==> src/verilog/cpu_defines.svh <==
`ifndef CPU_DEFINES_SVH
`define CPU_DEFINES_SVH

// Data and address width
`define WORD_SIZE 16

// Register file geometry
`define REG_COUNT 4
`define REG_IDX_W 2

`endif

==> src/verilog/cpuPkg.sv <==
`default_nettype none

package cpuPkg;

    // Opcode field, instr[15:12]
    typedef enum logic [3:0] {
        BNE   = 4'd0,
        BEQ   = 4'd1,
        ADI   = 4'd4,
        ORI   = 4'd5,
        LHI   = 4'd6,
        LWD   = 4'd7,
        SWD   = 4'd8,
        JMP   = 4'd9,
        RTYPE = 4'd15
    } opcodeE;

    // Function field under RTYPE, instr[5:0]
    typedef enum logic [5:0] {
        ADD = 6'd0,
        SUB = 6'd1,
        AND = 6'd2,
        ORR = 6'd3,
        WWD = 6'd28,
        HLT = 6'd29
    } funcE;

    typedef enum logic [2:0] {
        ALU_ADD,
        ALU_SUB,
        ALU_AND,
        ALU_OR,
        ALU_PASSA
    } aluOpE;

    typedef struct packed {
        logic  regWrite;
        logic  memToReg;
        logic  memRead;
        logic  memWrite;
        logic  aluSrcImm;
        logic  isBranch;
        logic  isJump;
        logic  isWwd;
        logic  isHalt;
        aluOpE aluOp;
    } ctrlT;

endpackage

`default_nettype wire

==> src/verilog/pipeCore.sv <==
`timescale 1ns/1ps
`default_nettype none
`include "cpu_defines.svh"

interface wbBus;
    logic                  valid;
    logic                  regWrite;
    logic [`REG_IDX_W-1:0] rd;
    logic [`WORD_SIZE-1:0] data;

    modport source (output valid, regWrite, rd, data);
    modport sink   (input valid, regWrite, rd, data);
endinterface

module pipeCore (
    input  wire                   Clk,
    input  wire                   rstN,
    output logic [`WORD_SIZE-1:0] instAddr,
    output logic                  instReadEn,
    input  wire [`WORD_SIZE-1:0]  instData,
    output logic [`WORD_SIZE-1:0] dataAddr,
    output logic                  dataReadEn,
    output logic                  dataWriteEn,
    output logic [`WORD_SIZE-1:0] dataWrData,
    input  wire [`WORD_SIZE-1:0]  dataRdData,
    output logic [`WORD_SIZE-1:0] outputPort,
    output logic [`WORD_SIZE-1:0] numInst,
    output logic                  halted
);

    logic [`WORD_SIZE-1:0] pc, pcNext, jumpTarget, branchTarget;
    logic                  fetchStopped;

    logic                  ifIdBubble;
    logic [`WORD_SIZE-1:0] ifIdInstr, ifIdPc;

    cpuPkg::ctrlT          idCtrl;
    logic [`REG_IDX_W-1:0] idRs, idRt, idRd;
    logic [`WORD_SIZE-1:0] idImm, idRsData, idRtData;
    logic                  decUsesRs, decUsesRt, idValid, idKill;
    logic                  jumpTaken, haltDecoded, stall;

    logic                  idExBubble, idExUsesRs;
    cpuPkg::ctrlT          idExCtrl;
    cpuPkg::opcodeE        idExOpcode;
    logic [`WORD_SIZE-1:0] idExPc, idExRsData, idExRtData, idExImm;
    logic [`REG_IDX_W-1:0] idExRs, idExRt, idExRd;

    logic [1:0]            fwdA, fwdB;
    logic [`WORD_SIZE-1:0] exFwdA, exFwdB, aluA, aluB, aluResult;
    logic                  branchTaken;

    logic                  exMemBubble;
    cpuPkg::ctrlT          exMemCtrl;
    logic [`WORD_SIZE-1:0] exMemResult, exMemRtData, memFwdData;
    logic [`REG_IDX_W-1:0] exMemRd;

    logic                  memWbBubble;
    cpuPkg::ctrlT          memWbCtrl;
    logic [`WORD_SIZE-1:0] memWbResult, memWbLoadData;
    logic [`REG_IDX_W-1:0] memWbRd;

    wbBus wbIf ();

    controlDecoder decoder_i (
        .instr(ifIdInstr), .ctrl(idCtrl), .rs(idRs), .rt(idRt), .rd(idRd),
        .imm(idImm), .usesRs(decUsesRs), .usesRt(decUsesRt)
    );

    regFile regFile_i (
        .Clk(Clk), .rstN(rstN), .rs(idRs), .rt(idRt),
        .rsData(idRsData), .rtData(idRtData), .wb(wbIf)
    );

    hazardForward hazard_i (
        .exRs(idExRs), .exRt(idExRt), .memRd(exMemRd), .memRegWrite(exMemCtrl.regWrite),
        .wb(wbIf), .idRs(idRs), .idRt(idRt),
        .idUsesRs(decUsesRs && idValid), .idUsesRt(decUsesRt && idValid),
        .exMemRead(idExCtrl.memRead), .exRd(idExRd),
        .fwdA(fwdA), .fwdB(fwdB), .stall(stall)
    );

    aluUnit alu_i (
        .a(aluA), .b(aluB), .op(idExCtrl.aluOp), .isBranch(idExCtrl.isBranch),
        .opcode(idExOpcode), .result(aluResult), .branchTaken(branchTaken)
    );

    // Decode side redirects, a taken branch in execute overrides both
    assign idValid     = !ifIdBubble;
    assign jumpTaken   = idValid && idCtrl.isJump && !branchTaken;
    assign haltDecoded = idValid && idCtrl.isHalt && !branchTaken;
    assign idKill      = !idValid || stall || branchTaken;

    assign jumpTarget   = {ifIdPc[`WORD_SIZE-1:12], ifIdInstr[11:0]};
    assign branchTarget = idExPc + `WORD_SIZE'd1 + idExImm;
    assign pcNext       = branchTaken ? branchTarget :
                          jumpTaken   ? jumpTarget   : pc + `WORD_SIZE'd1;

    assign memFwdData = exMemCtrl.memToReg ? dataRdData : exMemResult;

    always_comb begin
        case (fwdA)
            2'b01:   exFwdA = memFwdData;
            2'b10:   exFwdA = wbIf.data;
            default: exFwdA = idExRsData;
        endcase
        case (fwdB)
            2'b01:   exFwdB = memFwdData;
            2'b10:   exFwdB = wbIf.data;
            default: exFwdB = idExRtData;
        endcase
    end

    // LHI reads no rs and adds its immediate to zero
    assign aluA = idExUsesRs ? exFwdA : '0;
    assign aluB = idExCtrl.aluSrcImm ? idExImm : exFwdB;

    assign instAddr    = pc;
    assign instReadEn  = !fetchStopped;
    assign dataAddr    = exMemResult;
    assign dataReadEn  = exMemCtrl.memRead;
    assign dataWriteEn = exMemCtrl.memWrite;
    assign dataWrData  = exMemRtData;

    assign wbIf.valid    = !memWbBubble;
    assign wbIf.regWrite = memWbCtrl.regWrite;
    assign wbIf.rd       = memWbRd;
    assign wbIf.data     = memWbCtrl.memToReg ? memWbLoadData : memWbResult;

    always_ff @(posedge Clk) begin
        if (!rstN) begin
            pc           <= '0;
            fetchStopped <= 1'b0;
            ifIdBubble   <= 1'b1;
            idExBubble   <= 1'b1;
            idExCtrl     <= '0;
            exMemBubble  <= 1'b1;
            exMemCtrl    <= '0;
            memWbBubble  <= 1'b1;
            memWbCtrl    <= '0;
            numInst      <= '0;
            outputPort   <= '0;
            halted       <= 1'b0;
        end else begin
            if (branchTaken || (!stall && !haltDecoded && !fetchStopped)) begin
                pc <= pcNext;
            end
            if (haltDecoded) begin
                fetchStopped <= 1'b1;
            end

            if (branchTaken) begin
                ifIdBubble <= 1'b1;
            end else if (!stall) begin
                ifIdBubble <= jumpTaken || haltDecoded || fetchStopped;
            end

            idExBubble  <= idKill;
            idExCtrl    <= idKill ? '0 : idCtrl;
            exMemBubble <= idExBubble;
            exMemCtrl   <= idExCtrl;
            memWbBubble <= exMemBubble;
            memWbCtrl   <= exMemCtrl;

            // Retire at the end of the writeback cycle
            if (!memWbBubble) begin
                numInst <= numInst + `WORD_SIZE'd1;
                if (memWbCtrl.isWwd) begin
                    outputPort <= memWbResult;
                end
                if (memWbCtrl.isHalt) begin
                    halted <= 1'b1;
                end
            end
        end
    end

    always_ff @(posedge Clk) begin
        if (!stall) begin
            ifIdInstr <= instData;
            ifIdPc    <= pc;
        end
        idExPc        <= ifIdPc;
        idExRsData    <= idRsData;
        idExRtData    <= idRtData;
        idExRs        <= idRs;
        idExRt        <= idRt;
        idExRd        <= idRd;
        idExImm       <= idImm;
        idExOpcode    <= cpuPkg::opcodeE'(ifIdInstr[15:12]);
        idExUsesRs    <= decUsesRs;
        exMemResult   <= aluResult;
        exMemRtData   <= exFwdB;
        exMemRd       <= idExRd;
        memWbResult   <= exMemResult;
        memWbLoadData <= dataRdData;
        memWbRd       <= exMemRd;
    end

endmodule

`default_nettype wire

==> src/verilog/aluUnit.sv <==
`timescale 1ns/1ps
`default_nettype none
`include "cpu_defines.svh"

module aluUnit (
    input  wire [`WORD_SIZE-1:0]  a,
    input  wire [`WORD_SIZE-1:0]  b,
    input  wire cpuPkg::aluOpE    op,
    input  wire                   isBranch,
    input  wire cpuPkg::opcodeE   opcode,
    output logic [`WORD_SIZE-1:0] result,
    output logic                  branchTaken
);

    logic equal;

    always_comb begin
        case (op)
            cpuPkg::ALU_ADD: result = a + b;
            cpuPkg::ALU_SUB: result = a - b;
            cpuPkg::ALU_AND: result = a & b;
            cpuPkg::ALU_OR:  result = a | b;
            default:         result = a;
        endcase
    end

    assign equal = (a == b);

    always_comb begin
        branchTaken = 1'b0;
        if (isBranch) begin
            case (opcode)
                cpuPkg::BEQ: branchTaken = equal;
                cpuPkg::BNE: branchTaken = !equal;
                default:     branchTaken = 1'b0;
            endcase
        end
    end

endmodule

`default_nettype wire

==> src/verilog/controlDecoder.sv <==
`timescale 1ns/1ps
`default_nettype none
`include "cpu_defines.svh"

module controlDecoder (
    input  wire [`WORD_SIZE-1:0]  instr,
    output cpuPkg::ctrlT          ctrl,
    output logic [`REG_IDX_W-1:0] rs,
    output logic [`REG_IDX_W-1:0] rt,
    output logic [`REG_IDX_W-1:0] rd,
    output logic [`WORD_SIZE-1:0] imm,
    output logic                  usesRs,
    output logic                  usesRt
);

    cpuPkg::opcodeE opcode;
    cpuPkg::funcE   func;

    assign opcode = cpuPkg::opcodeE'(instr[15:12]);
    assign func   = cpuPkg::funcE'(instr[5:0]);
    assign rs     = instr[11:10];
    assign rt     = instr[9:8];

    always_comb begin
        ctrl       = '0;
        ctrl.aluOp = cpuPkg::ALU_ADD;
        rd         = instr[9:8];
        imm        = {{(`WORD_SIZE-8){instr[7]}}, instr[7:0]};
        usesRs     = 1'b1;
        usesRt     = 1'b0;
        case (opcode)
            cpuPkg::ADI: begin
                ctrl.regWrite  = 1'b1;
                ctrl.aluSrcImm = 1'b1;
            end
            cpuPkg::ORI: begin
                ctrl.regWrite  = 1'b1;
                ctrl.aluSrcImm = 1'b1;
                ctrl.aluOp     = cpuPkg::ALU_OR;
            end
            cpuPkg::LHI: begin
                // Immediate goes to the upper byte, added to zero
                imm            = {instr[7:0], {(`WORD_SIZE-8){1'b0}}};
                usesRs         = 1'b0;
                ctrl.regWrite  = 1'b1;
                ctrl.aluSrcImm = 1'b1;
            end
            cpuPkg::LWD: begin
                ctrl.regWrite  = 1'b1;
                ctrl.memToReg  = 1'b1;
                ctrl.memRead   = 1'b1;
                ctrl.aluSrcImm = 1'b1;
            end
            cpuPkg::SWD: begin
                ctrl.memWrite  = 1'b1;
                ctrl.aluSrcImm = 1'b1;
                usesRt         = 1'b1;
            end
            cpuPkg::BNE, cpuPkg::BEQ: begin
                ctrl.isBranch = 1'b1;
                ctrl.aluOp    = cpuPkg::ALU_SUB;
                usesRt        = 1'b1;
            end
            cpuPkg::JMP: begin
                ctrl.isJump = 1'b1;
                usesRs      = 1'b0;
            end
            cpuPkg::RTYPE: begin
                rd = instr[7:6];
                case (func)
                    cpuPkg::ADD: begin
                        ctrl.regWrite = 1'b1;
                        usesRt        = 1'b1;
                    end
                    cpuPkg::SUB: begin
                        ctrl.regWrite = 1'b1;
                        ctrl.aluOp    = cpuPkg::ALU_SUB;
                        usesRt        = 1'b1;
                    end
                    cpuPkg::AND: begin
                        ctrl.regWrite = 1'b1;
                        ctrl.aluOp    = cpuPkg::ALU_AND;
                        usesRt        = 1'b1;
                    end
                    cpuPkg::ORR: begin
                        ctrl.regWrite = 1'b1;
                        ctrl.aluOp    = cpuPkg::ALU_OR;
                        usesRt        = 1'b1;
                    end
                    cpuPkg::WWD: begin
                        ctrl.isWwd = 1'b1;
                        ctrl.aluOp = cpuPkg::ALU_PASSA;
                    end
                    cpuPkg::HLT: begin
                        ctrl.isHalt = 1'b1;
                        usesRs      = 1'b0;
                    end
                    default: usesRs = 1'b0;
                endcase
            end
            default: usesRs = 1'b0;
        endcase
    end

endmodule

`default_nettype wire

==> src/verilog/hazardForward.sv <==
`timescale 1ns/1ps
`default_nettype none
`include "cpu_defines.svh"

module hazardForward (
    input  wire [`REG_IDX_W-1:0] exRs,
    input  wire [`REG_IDX_W-1:0] exRt,
    input  wire [`REG_IDX_W-1:0] memRd,
    input  wire                  memRegWrite,
    wbBus.sink                   wb,
    input  wire [`REG_IDX_W-1:0] idRs,
    input  wire [`REG_IDX_W-1:0] idRt,
    input  wire                  idUsesRs,
    input  wire                  idUsesRt,
    input  wire                  exMemRead,
    input  wire [`REG_IDX_W-1:0] exRd,
    output logic [1:0]           fwdA,
    output logic [1:0]           fwdB,
    output logic                 stall
);

    logic wbWrites;

    // 01 takes the memory stage, 10 takes writeback, memory wins
    function automatic logic [1:0] pickSource(input logic [`REG_IDX_W-1:0] src);
        logic [1:0] sel;
        sel = 2'b00;
        if (memRegWrite && memRd == src) begin
            sel = 2'b01;
        end else if (wbWrites && wb.rd == src) begin
            sel = 2'b10;
        end
        return sel;
    endfunction

    assign wbWrites = wb.valid && wb.regWrite;

    always_comb begin
        fwdA = pickSource(exRs);
        fwdB = pickSource(exRt);
    end

    // Load in execute feeding the instruction in decode
    assign stall = exMemRead &&
                   ((idUsesRs && idRs == exRd) || (idUsesRt && idRt == exRd));

endmodule

`default_nettype wire

==> src/verilog/regFile.sv <==
`timescale 1ns/1ps
`default_nettype none
`include "cpu_defines.svh"

module regFile (
    input  wire                   Clk,
    input  wire                   rstN,
    input  wire [`REG_IDX_W-1:0]  rs,
    input  wire [`REG_IDX_W-1:0]  rt,
    output logic [`WORD_SIZE-1:0] rsData,
    output logic [`WORD_SIZE-1:0] rtData,
    wbBus.sink                    wb
);

    logic [`WORD_SIZE-1:0] regs [`REG_COUNT];
    logic                  wrEn;

    assign wrEn = wb.valid && wb.regWrite;

    always_ff @(posedge Clk) begin
        if (!rstN) begin
            for (int i = 0; i < `REG_COUNT; i++) begin
                regs[i] <= '0;
            end
        end else if (wrEn) begin
            regs[wb.rd] <= wb.data;
        end
    end

    // Write-through, decode sees the value retiring this cycle
    assign rsData = (wrEn && wb.rd == rs) ? wb.data : regs[rs];
    assign rtData = (wrEn && wb.rd == rt) ? wb.data : regs[rt];

endmodule

`default_nettype wire
==> config.mk <==
export PLATFORM = sky130hd
export DESIGN_NAME = pipeCore
export DESIGN_NICKNAME = d
export VERILOG_FILES = /design/src/verilog/cpuPkg.sv /design/src/verilog/pipeCore.sv /design/src/verilog/aluUnit.sv /design/src/verilog/controlDecoder.sv /design/src/verilog/hazardForward.sv /design/src/verilog/regFile.sv
export VERILOG_INCLUDE_DIRS = /design/src /design/src/verilog
export SDC_FILE = /design/constraint.sdc
export NUM_CORES = 1
export LEC_CHECK = 0
export ABC_AREA = 1
export BUFFER_PORTS_ARGS = -buffer_cell sky130_fd_sc_hd__buf_2
export CELL_PAD_IN_SITES_DETAIL_PLACEMENT = 0
export CELL_PAD_IN_SITES_GLOBAL_PLACEMENT = 1
export CORE_ASPECT_RATIO = 2
export CORE_MARGIN = 5
export CORE_UTILIZATION = 25
export DETAILED_ROUTE_END_ITERATION = 7
export MAX_ROUTING_LAYER = met4
export PLACE_DENSITY_LB_ADDON = 0.1
export SLEW_MARGIN = 10
export SYNTH_ARGS = -nofsm -noshare
export SYNTH_HDL_FRONTEND = slang
export SYNTH_SLANG_ARGS = --single-unit
==> constraint.sdc <==
create_clock -name Clk -period 4.08 [get_ports Clk]
set_input_delay 0.816 -clock Clk [delete_from_list [all_inputs] [get_ports Clk]]
set_output_delay 0.816 -clock Clk [all_outputs]
set_load 0.02 [all_outputs]
==> results.yml, run 1 <==
floorplan:
  initial_core_util_pct: 25.07
  dieWidth_um: 188.6
  die-area_um2: 69230
  fp-row-count: 131
  num_io_pins: 118
  fp.coreArea_um2: 63600
  die-height_um: 367.1
critical_path:
  r2r_start: "memWbCtrl[10]"
  worstReg2RegEnd: "idExCtrl[7]"
  worstPathRequired_ns: 4.56
  reg2reg_depth: 16
  critPathMaxFanout: 25
  worstSetupPathType: "flip-flop to flip-flop"
  crit_arrival_ns: 4.36
  startpoint_type: "flip-flop"
  cp-end-kind: "flip-flop"
  rrSetupSlack_ns: 0.20
logic_synthesis:
  synthAdderAreaFrac_pct: 4.379
  synth_fp_nets: 2115
  synthSimpleGateAreaFrac_pct: 25.46
  ys_top_cells_by_area: "dfxtp_1 28%, edfxtp_1 18%, nand2_1 9.3%"
  synth_seq_cells: 316
  ys_types: 60
  synth-edff-count: 96
  yosys.area.top_type_share_pct: 27.62
  muxShareOfSynthArea_pct: 1.036
  synth_compound_area_share_pct: 13.77
  synth_area_per_cell_um2: 7.866
  syn_area_um2: 15940
  synth_cells: 2027
  ys_warn_count: 0
  synth_top_family_by_area: "simple AND/OR/NAND/NOR gates"
  synthFlopType: "dfxtp_1"
  synth-async-reset-ratio_pct: 0
  ys_seq_area_share_pct: 45.70
  synth_xor_area_share_pct: 1.805
  synth_area_leader_cell: "dfxtp_1"
grt:
  grtUsageTotal_pct: 19.86
  gr-total-overflow: 0
  grt_pass1_vias: 14942
  grt_max_degree: 50
  antenna_found_initial: 4
  grt_first_pass_wirelength_um: 98970
sta:
  rsz0062_at_grt: "no"
  setup_viol: 0
  worstMarginPinSlew_ns: 1.112
  fin_crit_sh_pct: 95.17
  hold_viol_final: 0
  fin_setup_tns_ns: 0
  fmax_mhz: 257.5
  finClkSkew_ns: 0.02649
  hold_ws_ns: 0.3242
  maxSlewHeadroom_pct: 25.08
  finalCriticalPeriod_ns: 3.883
  slew_violations: 0
cells_and_area:
  drive_gt1_share_pct: 17.64
  fillers: 6893
  regArea_um2: 7293
  multi_input_area_um2: 7498
  instances_no_fill: 3051
  final_net_count: 2313
  area_delta_synth_final_pct: 21.64
status:
  status: "finished, final reports clean"
worst_hold_path:
  hp-start: "ifIdPc[10]"
  whs_path_depth: 0
  whs_endpoint: "idExPc[10]"
  hold_class: "flip-flop to flip-flop"
drt:
  routed-via-count: 14662
  dr.pass1.iters: 5
  drcViolationCount: 0
  post_drt_via_cell_ratio: 4.806
  avgRoutedWirePerCell_um: 22.43
  initialDrtViolationCount: 876
  wirelength_um: 68420
  antenna_left: 0
clock_tree:
  cts_tree: "done"
  clockBufferDepth: 3
  insertion_delay_ns: 0.55
  root_buffer: "clkbuf_16"
  numCtsBuffers: 34
  path_clk_slew_ns: 0.07
  cts.sinks: 316
  htreeDepth: 2
  cts.hold.buffers_added: 0
placement:
  dpl.hpwl_um: 55000
  io_buffers: 117
  gp_congestion: 0.9292
  dp.cells: 2987
power_and_ir_drop:
  leakage_nw: 8.701
  vdd_drop_max_v: 0.0002825
  power_density_nw_per_um2: 428.8
run:
  cap_violations: 0
-- layout make-up --
type                       count  area share [%]
clock buffer                  50           5.323
sequential                   316           37.61
antenna                        2         0.02581
inverter                     246           4.774
clock inverter                12          0.6065
timing repair buffer         233           7.852
multi-input combinational   1394           38.66
tap                          798           5.148
-- metrics by stage --
| stage | worst slack (ns) | total power, W | util, % | area [µm²] |
|---|---|---|---|---|
| 2_1_floorplan | 0.2866 | 0.004409 | - | 15940 |
| 3_5_place_dp | -0.07638 | 0.005199 | 28.58 | 18180 |
| 5_1_grt | 0.004579 | 0.008682 | 30.50 | 19390 |
| 6_report | 0.1972 | 0.008315 | 30.50 | 19390 |
| 3_3_place_gp | -0.03984 | 0.005209 | 28.58 | 18180 |
| 4_1_cts | 0.07818 | 0.008460 | 30.39 | 19330 |
-- how the worst max path moves through the flow --
stage / from / to / cells after the start
2_1_floorplan: exMemCtrl[10] / instAddr[8] / 21
3_3_place_gp: memWbRd[1] / dataAddr[8] / 22
3_5_place_dp: memWbRd[1] / dataAddr[8] / 22
4_1_cts: memWbCtrl[10] / instAddr[5] / 19
5_1_grt: wbIf.regWrite / instAddr[4] / 25
6_report: memWbCtrl[10] / idExCtrl[7] / 16
-- layer usage --
layer	part of all wire (%)	track usage [%]	vias to the layer above
met2	56	38.79	345
met3	2.7	1.911	139
met5	0	-	-
met1	35	18.42	7028
met4	6.9	11.58	0
li1	-	-	7150
-- timing repair --
item                                    CTS  global route
setup buffers                             0             0
gates resized for setup                   1            18
endpoints found under the setup margin   14            32
-- cell usage after synthesis, types with 6 or more instances --
| master | n |
|---|---|
| xor2_1 | 23 |
| nor3_1 | 30 |
| nor2_1 | 256 |
| a31oi_1 | 29 |
| nand3_1 | 119 |
| nand2_2 | 7 |
| mux2i_1 | 12 |
| edfxtp_1 | 96 |
| clkbuf_1 | 54 |
| nand4_1 | 38 |
| ha_1 | 51 |
| o211ai_1 | 33 |
| dfxtp_1 | 220 |
| or2_2 | 15 |
| xnor2_1 | 8 |
| o21ai_1 | 17 |
| nand3b_1 | 9 |
| nor4_1 | 6 |
| a21oi_2 | 7 |
| a21oi_1 | 92 |
| nand3_2 | 10 |
| o21ai_0 | 158 |
| inv_1 | 230 |
| nand2_1 | 397 |
| inv_2 | 14 |
-- worst max-delay path, cell delays in order (launching register included) --
cell     delay (ns)
dfxtp_1        0.33
buf_12         0.17
o21ai_0        0.88
inv_1          0.22
o21ai_0        0.25
nor3_1         0.10
ha_1           0.35
nor4_2         0.33
nand2_2        0.09
nor2_2         0.14
nand3_2        0.12
nand3_4        0.13
buf_12         0.17
nand2_1        0.07
inv_2          0.12
nand3_4        0.13
a21oi_1        0.16
-- state kept, by name, summed over array words and instances (netlist names), 16 cells and up, named ones only --
signal	count
outputPort	16
memWbResult	16
ifIdPc	16
numInst	16
instAddr	16
regFile_i.regs	64
idExRsData	16
memWbLoadData	16
idExPc	16
idExImm	16
ifIdInstr	16
idExRtData	16
dataAddr	16
dataWrData	16
-- placed cells by master (no fill, tap or decap), types with 5 or more instances in the layout --
master     instances
nor2_1           250
dfxtp_2            5
ha_1              51
o21ai_1           16
nand2_2            8
buf_4            110
o21ai_0          156
nand3b_1           9
buf_2            117
mux2i_1           12
nand3_1          117
buf_12             5
xnor2_1            8
inv_2             14
clkinv_2           5
nor2_2            10
clkbuf_1           5
nand3_4            5
a31oi_1           29
clkbuf_16         35
a21oi_2            7
nor3_1            28
edfxtp_1          96
nor2_4             6
inv_1            230
nand2_4            5
o211ai_1          33
nand2_1          396
xor2_1            23
dfxtp_1          215
a221oi_1           5
or2_2             15
a21oi_1           92
nand4_1           38
nand3_2           12
clkbuf_8          10
-- cells by family after synthesis --
kind of cell    count (synthesis)
flops                         316
mux                            16
compound gates                380
buf+inv                       317
xor+xnor                       32
simple gates                  912
fa+ha+maj                      54
-- power by group --
group | total, W | internal (W) | switching (W)
clock network | 0.00320 | 0.00184 | 0.00136
registers | 0.00362 | 0.00344 | 0.000184
logic | 0.00150 | 0.000485 | 0.00101
Power figures use the tool's default switching activity.
==> run 2: changes to the inputs <==
Settings changed: CTS_BUF_LIST set to sky130_fd_sc_hd__clkbuf_4.
==> results.yml, run 2 (same netlist as run 1, synthesis figures left out) <==
status:
  status: "finished, final reports clean"
drt:
  wirelength_um: 68850
  post_drt_via_cell_ratio: 4.786
  antenna_left: 0
  dr.pass1.iters: 6
  routed-via-count: 14998
  avgRoutedWirePerCell_um: 21.97
  initialDrtViolationCount: 797
  drcViolationCount: 0
grt:
  grt_max_degree: 50
  gr-total-overflow: 0
  grtUsageTotal_pct: 20.15
  grt_pass1_vias: 15398
  antenna_found_initial: 6
  grt_first_pass_wirelength_um: 100100
clock_tree:
  clockBufferDepth: 3
  cts.sinks: 316
  root_buffer: "clkbuf_4"
  cts_tree: "done"
  insertion_delay_ns: 0.83
  htreeDepth: 3
  cts.hold.buffers_added: 0
  path_clk_slew_ns: 0.07
  numCtsBuffers: 83
cells_and_area:
  area_delta_synth_final_pct: 21.14
  layout_commonest_cell: "nand2_1"
  final_net_count: 2362
  utilization_pct: 30.37
  layout_common_cells: "397 x nand2_1, 249 x nor2_1, 230 x inv_1, 215 x dfxtp_1, 155 x o21ai_0"
  instances_no_fill: 3134
  drive_gt1_share_pct: 20.25
  final_area_um2: 19310
  largest_register_ffs: 64
  regMostFlops: "regFile_i.regs"
sta:
  setup_viol: 0
  fin_crit_sh_pct: 93.01
  finClkSkew_ns: 0.06449
  hold_viol_final: 0
  fmax_mhz: 263.5
  fin_setup_tns_ns: 0
  maxSlewHeadroom_pct: 30.06
  slew_violations: 0
  finalCriticalPeriod_ns: 3.795
  worstMarginPinSlew_ns: 1.047
  setup_ws_ns: 0.2851
worst_hold_path:
  whs_endpoint: "memWbLoadData[3]"
  whs_path_depth: 1
  hp-start: "dataRdData[3]"
  hold_class: "input port to flip-flop"
critical_path:
  worstReg2RegEnd: "dataAddr[8]"
  cp-end-kind: "flip-flop"
  rrSetupSlack_ns: 0.29
  worstSetupPathType: "flip-flop to flip-flop"
  worstPathRequired_ns: 4.83
  reg2reg_depth: 22
  crit_arrival_ns: 4.54
  startpoint_type: "flip-flop"
  r2r_start: "memWbRd[1]"
  critPathMaxFanout: 5
power_and_ir_drop:
  combinationalPowerShare_pct: 18.7
  vdd_drop_max_v: 0.0001512
  switching_share_pct: 32.15
  switching_power_w: 0.002574
  power_density_nw_per_um2: 414.5
  pwr-share-seq_pct: 45.2
  clkPwrFrac_pct: 36.1
  leakage_nw: 8.763
  p_int_w: 0.005432
placement:
  dpl.hpwl_um: 55000
  gp_congestion: 0.9292
  dp.cells: 2987
  placed_cell_area_um2: 18180
  io_buffers: 117
  place_ws_ns: -0.07638
floorplan:
  num_io_pins: 118
  dieWidth_um: 188.6
  initial_core_util_pct: 25.07
  fp.coreArea_um2: 63600
  fp-row-count: 131
  die-area_um2: 69230
  die-height_um: 367.1
run:
  cap_violations: 0
-- run 2: cell count changes in the layout (fill, tap and decap cells not counted), sizes merged --
cell      change
inv           +1
bufinv        +1
clkinvlp      +1
clkinv        +3
clkbuf       +74
diode         +3
-- run 2: worst max path at each step --
stage / startpoint / endpoint / slack [ns] / cells after the start
floorplan: exMemCtrl[10] / instAddr[8] / 0.29 / 21
global placement: memWbRd[1] / dataAddr[8] / -0.04 / 22
detailed placement: memWbRd[1] / dataAddr[8] / -0.08 / 22
CTS: memWbCtrl[10] / instAddr[5] / 0.05 / 19
global route: exMemCtrl[11] / instAddr[4] / -0.004 / 25
finish: memWbRd[1] / dataAddr[8] / 0.29 / 22
-- run 2: layout make-up --
type	count	area, µm²
clock buffers	124	930.9
diodes	5	12.51
fillers	6964	44280
well taps	798	998.5
multi-input cells	1394	7493
inverters	246	925.9
clock inverters	18	133.9
repair buffers	233	1526
flip-flops and latches	316	7293
-- run 2: power groups by stage --
stage / Clock [W] / Combinational (W) / Sequential (W)
floorplan: 0 / 0.000751 / 0.00366
global placement: 0 / 0.00151 / 0.00370
detailed placement: 0 / 0.00150 / 0.00370
CTS: 0.00301 / 0.00151 / 0.00363
global route: 0.00317 / 0.00162 / 0.00364
finish: 0.00289 / 0.00150 / 0.00362
-- run 2: stage by stage --
| step | hold WS (ns) | total power [W] |
|---|---|---|
| 3_5_place_dp | 0.3269 | 0.005199 |
| 3_3_place_gp | 0.3242 | 0.005209 |
| 2_1_floorplan | 0.3233 | 0.004409 |
| 4_1_cts | 0.03654 | 0.008156 |
| 5_1_grt | 0.05898 | 0.008438 |
| 6_report | 0.1191 | 0.008006 |
-- run 2: metal layers --
layer | vias to the layer above | wire [µm] | global-route usage (%)
li1 | 7301 | - | -
met1 | 7062 | 23340 | 18.26
met2 | 448 | 38270 | 39.15
met3 | 187 | 2438 | 2.653
met4 | 0 | 4800 | 12.10
met5 | - | 0 | -
-- run 2: critical path, stage by stage (launching register included) --
cell      delay, ns
dfxtp_1        0.42
inv_2          0.06
nand2_1        0.06
nand2_1        0.09
inv_1          0.11
nor2_4         0.06
nor2_4         0.19
inv_1          0.15
o211ai_1       0.28
o21ai_0        0.17
buf_4          0.17
ha_1           0.24
fa_1           0.47
nand2_1        0.11
nand2_1        0.06
nand2_1        0.06
nand2_1        0.14
nand2_1        0.14
nand3_1        0.08
nand2_1        0.07
nand3_1        0.09
a31oi_1        0.32
buf_4          0.21
-- run 2: repair_timing --
item,4_1_cts,5_1_grt
gates resized for setup,1,19
endpoints found under the hold margin,0,0
setup buffers,0,0
endpoints found under the setup margin,16,30
==> run 3: changes to the inputs <==
Settings changed: SYNTH_HIERARCHICAL set to 1.
==> results.yml, run 3 <==
status:
  status: "finished, final reports clean"
logic_synthesis:
  ys_top_cells_by_area: "dfxtp_1 25%, edfxtp_1 17%, nand2_1 14%"
  synth_area_leader_cell: "dfxtp_1"
  synth_fp_nets: 2463
  synth-edff-count: 96
  synth_area_per_cell_um2: 7.284
  yosys-top-cells-count: "656 x nand2_1, 384 x inv_1, 218 x dfxtp_1"
  yosysMostFrequentCell: "nand2_1"
  synthFlopType: "dfxtp_1"
  ys_seq_area_share_pct: 42.25
  ys_types: 56
  synth-async-reset-ratio_pct: 0
  synth_cells: 2355
  yosys.area.top_type_share_pct: 25.44
  synth_seq_cells: 314
  syn_area_um2: 17150
  ys_warn_count: 6
drt:
  avgRoutedWirePerCell_um: 18.79
  drcViolationCount: 0
  dr.pass1.iters: 5
  initialDrtViolationCount: 812
  routed-via-count: 16063
  wirelength_um: 68540
  antenna_left: 0
  post_drt_via_cell_ratio: 4.403
critical_path:
  r2r_start: "wbIf.regWrite"
  worstSetupPathType: "flip-flop to flip-flop"
  cp-end-kind: "flip-flop"
  rrSetupSlack_ns: 0.14
  cpPeakStageDelay_ns: 0.38
  worstPathRequired_ns: 4.79
  crit_arrival_ns: 4.65
  critPathMaxFanout: 6
  cpMostUsedCell: "nor2_4"
  reg2reg_depth: 26
  worstReg2RegEnd: "instAddr[4]"
  startpoint_type: "flip-flop"
  slowest_stage: "dfxtp_1"
sta:
  fmax_mhz: 253.7
  setup_ws_ns: 0.1384
  setup_viol: 0
  maxSlewHeadroom_pct: 30.54
  finalCriticalPeriod_ns: 3.942
  slew_violations: 0
  hold_viol_final: 0
  fin_crit_sh_pct: 96.61
  finClkSkew_ns: 0.1056
  rsz0062_at_grt: "yes"
  fin_setup_tns_ns: 0
  worstMarginPinSlew_ns: 1.040
clock_tree:
  root_buffer: "clkbuf_4"
  numCtsBuffers: 84
  cts_tree: "done"
  path_clk_slew_ns: 0.07
  clockBufferDepth: 3
  insertion_delay_ns: 0.87
  htreeDepth: 3
  cts.sinks: 314
run:
  cap_violations: 0
floorplan:
  fp-row-count: 136
  dieWidth_um: 195.2
  initial_core_util_pct: 25.08
  die-area_um2: 74270
  num_io_pins: 118
  fp.coreArea_um2: 68410
  die-height_um: 380.4
cells_and_area:
  final_area_um2: 21830
  largest_register_ffs: 64
  layout_commonest_cell: "nand2_1"
  final_net_count: 2790
  drive_gt1_share_pct: 24.05
  regMostFlops: "regFile_i/regs"
  area_delta_synth_final_pct: 27.26
  layout_common_cells: "639 x nand2_1, 364 x inv_1, 215 x dfxtp_1, 191 x buf_4, 189 x nor2_1"
grt:
  grt_max_degree: 36
  grt_pass1_vias: 15841
  gr-total-overflow: 0
  grt_first_pass_wirelength_um: 100600
  grtUsageTotal_pct: 18.36
  antenna_found_initial: 4
  globalRouteMet3Util_pct: 2.702
  grtUsageMet1_pct: 22.08
  grt_busiest_layer: "met2"
  grt_use_met2_pct: 31.75
placement:
  io_buffers: 117
  place_ws_ns: -0.1358
  placed_cell_area_um2: 19800
  dpl.hpwl_um: 52140
  gp_congestion: 0.8395
worst_hold_path:
  hold_class: "input port to flip-flop"
  hp-start: "dataRdData[7]"
  whs_endpoint: "memWbLoadData[7]"
  whs_path_depth: 1
power_and_ir_drop:
  power_density_nw_per_um2: 380.3
  leakage_nw: 10.81
  vdd_drop_max_v: 0.0002312
==> run 3: cell types whose count changed after synthesis, sizes merged, moves of 46 or more <==
cell,delta
inv,+156
nand3,+52
nand2,+265
o21ai,-74
nor2,-59
a21oi,+46
==> run 3: timing repair <==
item                                    in CTS  in global routing
resized for setup                           44                 82
gates cloned                                 3                  3
hold buffers                                 0                  0
endpoints found under the setup margin      17                 31
setup buffers                               13                 24
pin swaps                                   12                 23
==> run 3: metal layers <==
layer  wire, µm  vias up
met5          0        -
met4       1787        0
met3       2549       86
met2      34540      358
met1      29660     7467
li1           -     8152
==> run 3: cell type report <==
cell class | count | area (µm²)
Inverter | 405 | 1528
Fill cell | 7635 | 46580
Clock inverter | 22 | 137.6
Multi-Input combinational cell | 1543 | 8274
Tap cell | 897 | 1122
Clock buffer | 130 | 975.9
Timing Repair Buffer | 334 | 2534
Sequential cell | 314 | 7251
Antenna cell | 3 | 7.507
==> run 3: cells by family (layout without fill, tap and decap cells) <==
family,Yosys count,after routing,synth area share [%]
fa+ha+maj,74,74,5.529
mux,16,16,1.050
buf+inv,498,891,12.09
simple gates,1151,1151,28.87
other cells,0,3,0
flops,314,314,42.25
xor+xnor,10,10,0.5106
compound gates,292,292,9.708
==> run 3: stage by stage <==
stage	power, W	util (%)	std cells	hold slack (ns)
2_1_floorplan	0.004497	-	2355	0.3233
3_3_place_gp	0.005349	28.94	3451	0.3235
3_5_place_dp	0.005328	28.94	3451	0.3269
4_1_cts	0.008407	31.09	3619	0.00004202
5_1_grt	0.008829	31.91	3648	0.02246
6_report	0.008302	31.91	3648	0.1115
==> run 3: worst max path at each step <==
stage	to	from	slack [ns]
3_5_place_dp	instAddr[4]	exMemRd[1]	-0.14
3_3_place_gp	instAddr[5]	exMemRd[1]	-0.02
4_1_cts	instAddr[4]	memWbBubble	0.01
2_1_floorplan	instAddr[3]	memWbBubble	0.01
6_report	instAddr[4]	wbIf.regWrite	0.14
5_1_grt	instAddr[4]	memWbBubble	-0.12
==> run 3: worst max-delay path, delay by kind of cell, from the launching register on <==
family / cells / cell delay [ns]
AND/OR/NAND/NOR: 11 / 1.17
AO/OA/AOI/OAI: 7 / 0.95
buffers and inverters: 6 / 0.76
adder cells (fa/ha/maj): 2 / 0.52
flip-flops: 1 / 0.38
==> run 3: where the power goes <==
group / internal, W / leakage [nW] / switching [W]
clock: 0.00152 / 0.652 / 0.00140
sequential: 0.00342 / 2.83 / 0.000149
combinational: 0.000671 / 7.33 / 0.00115
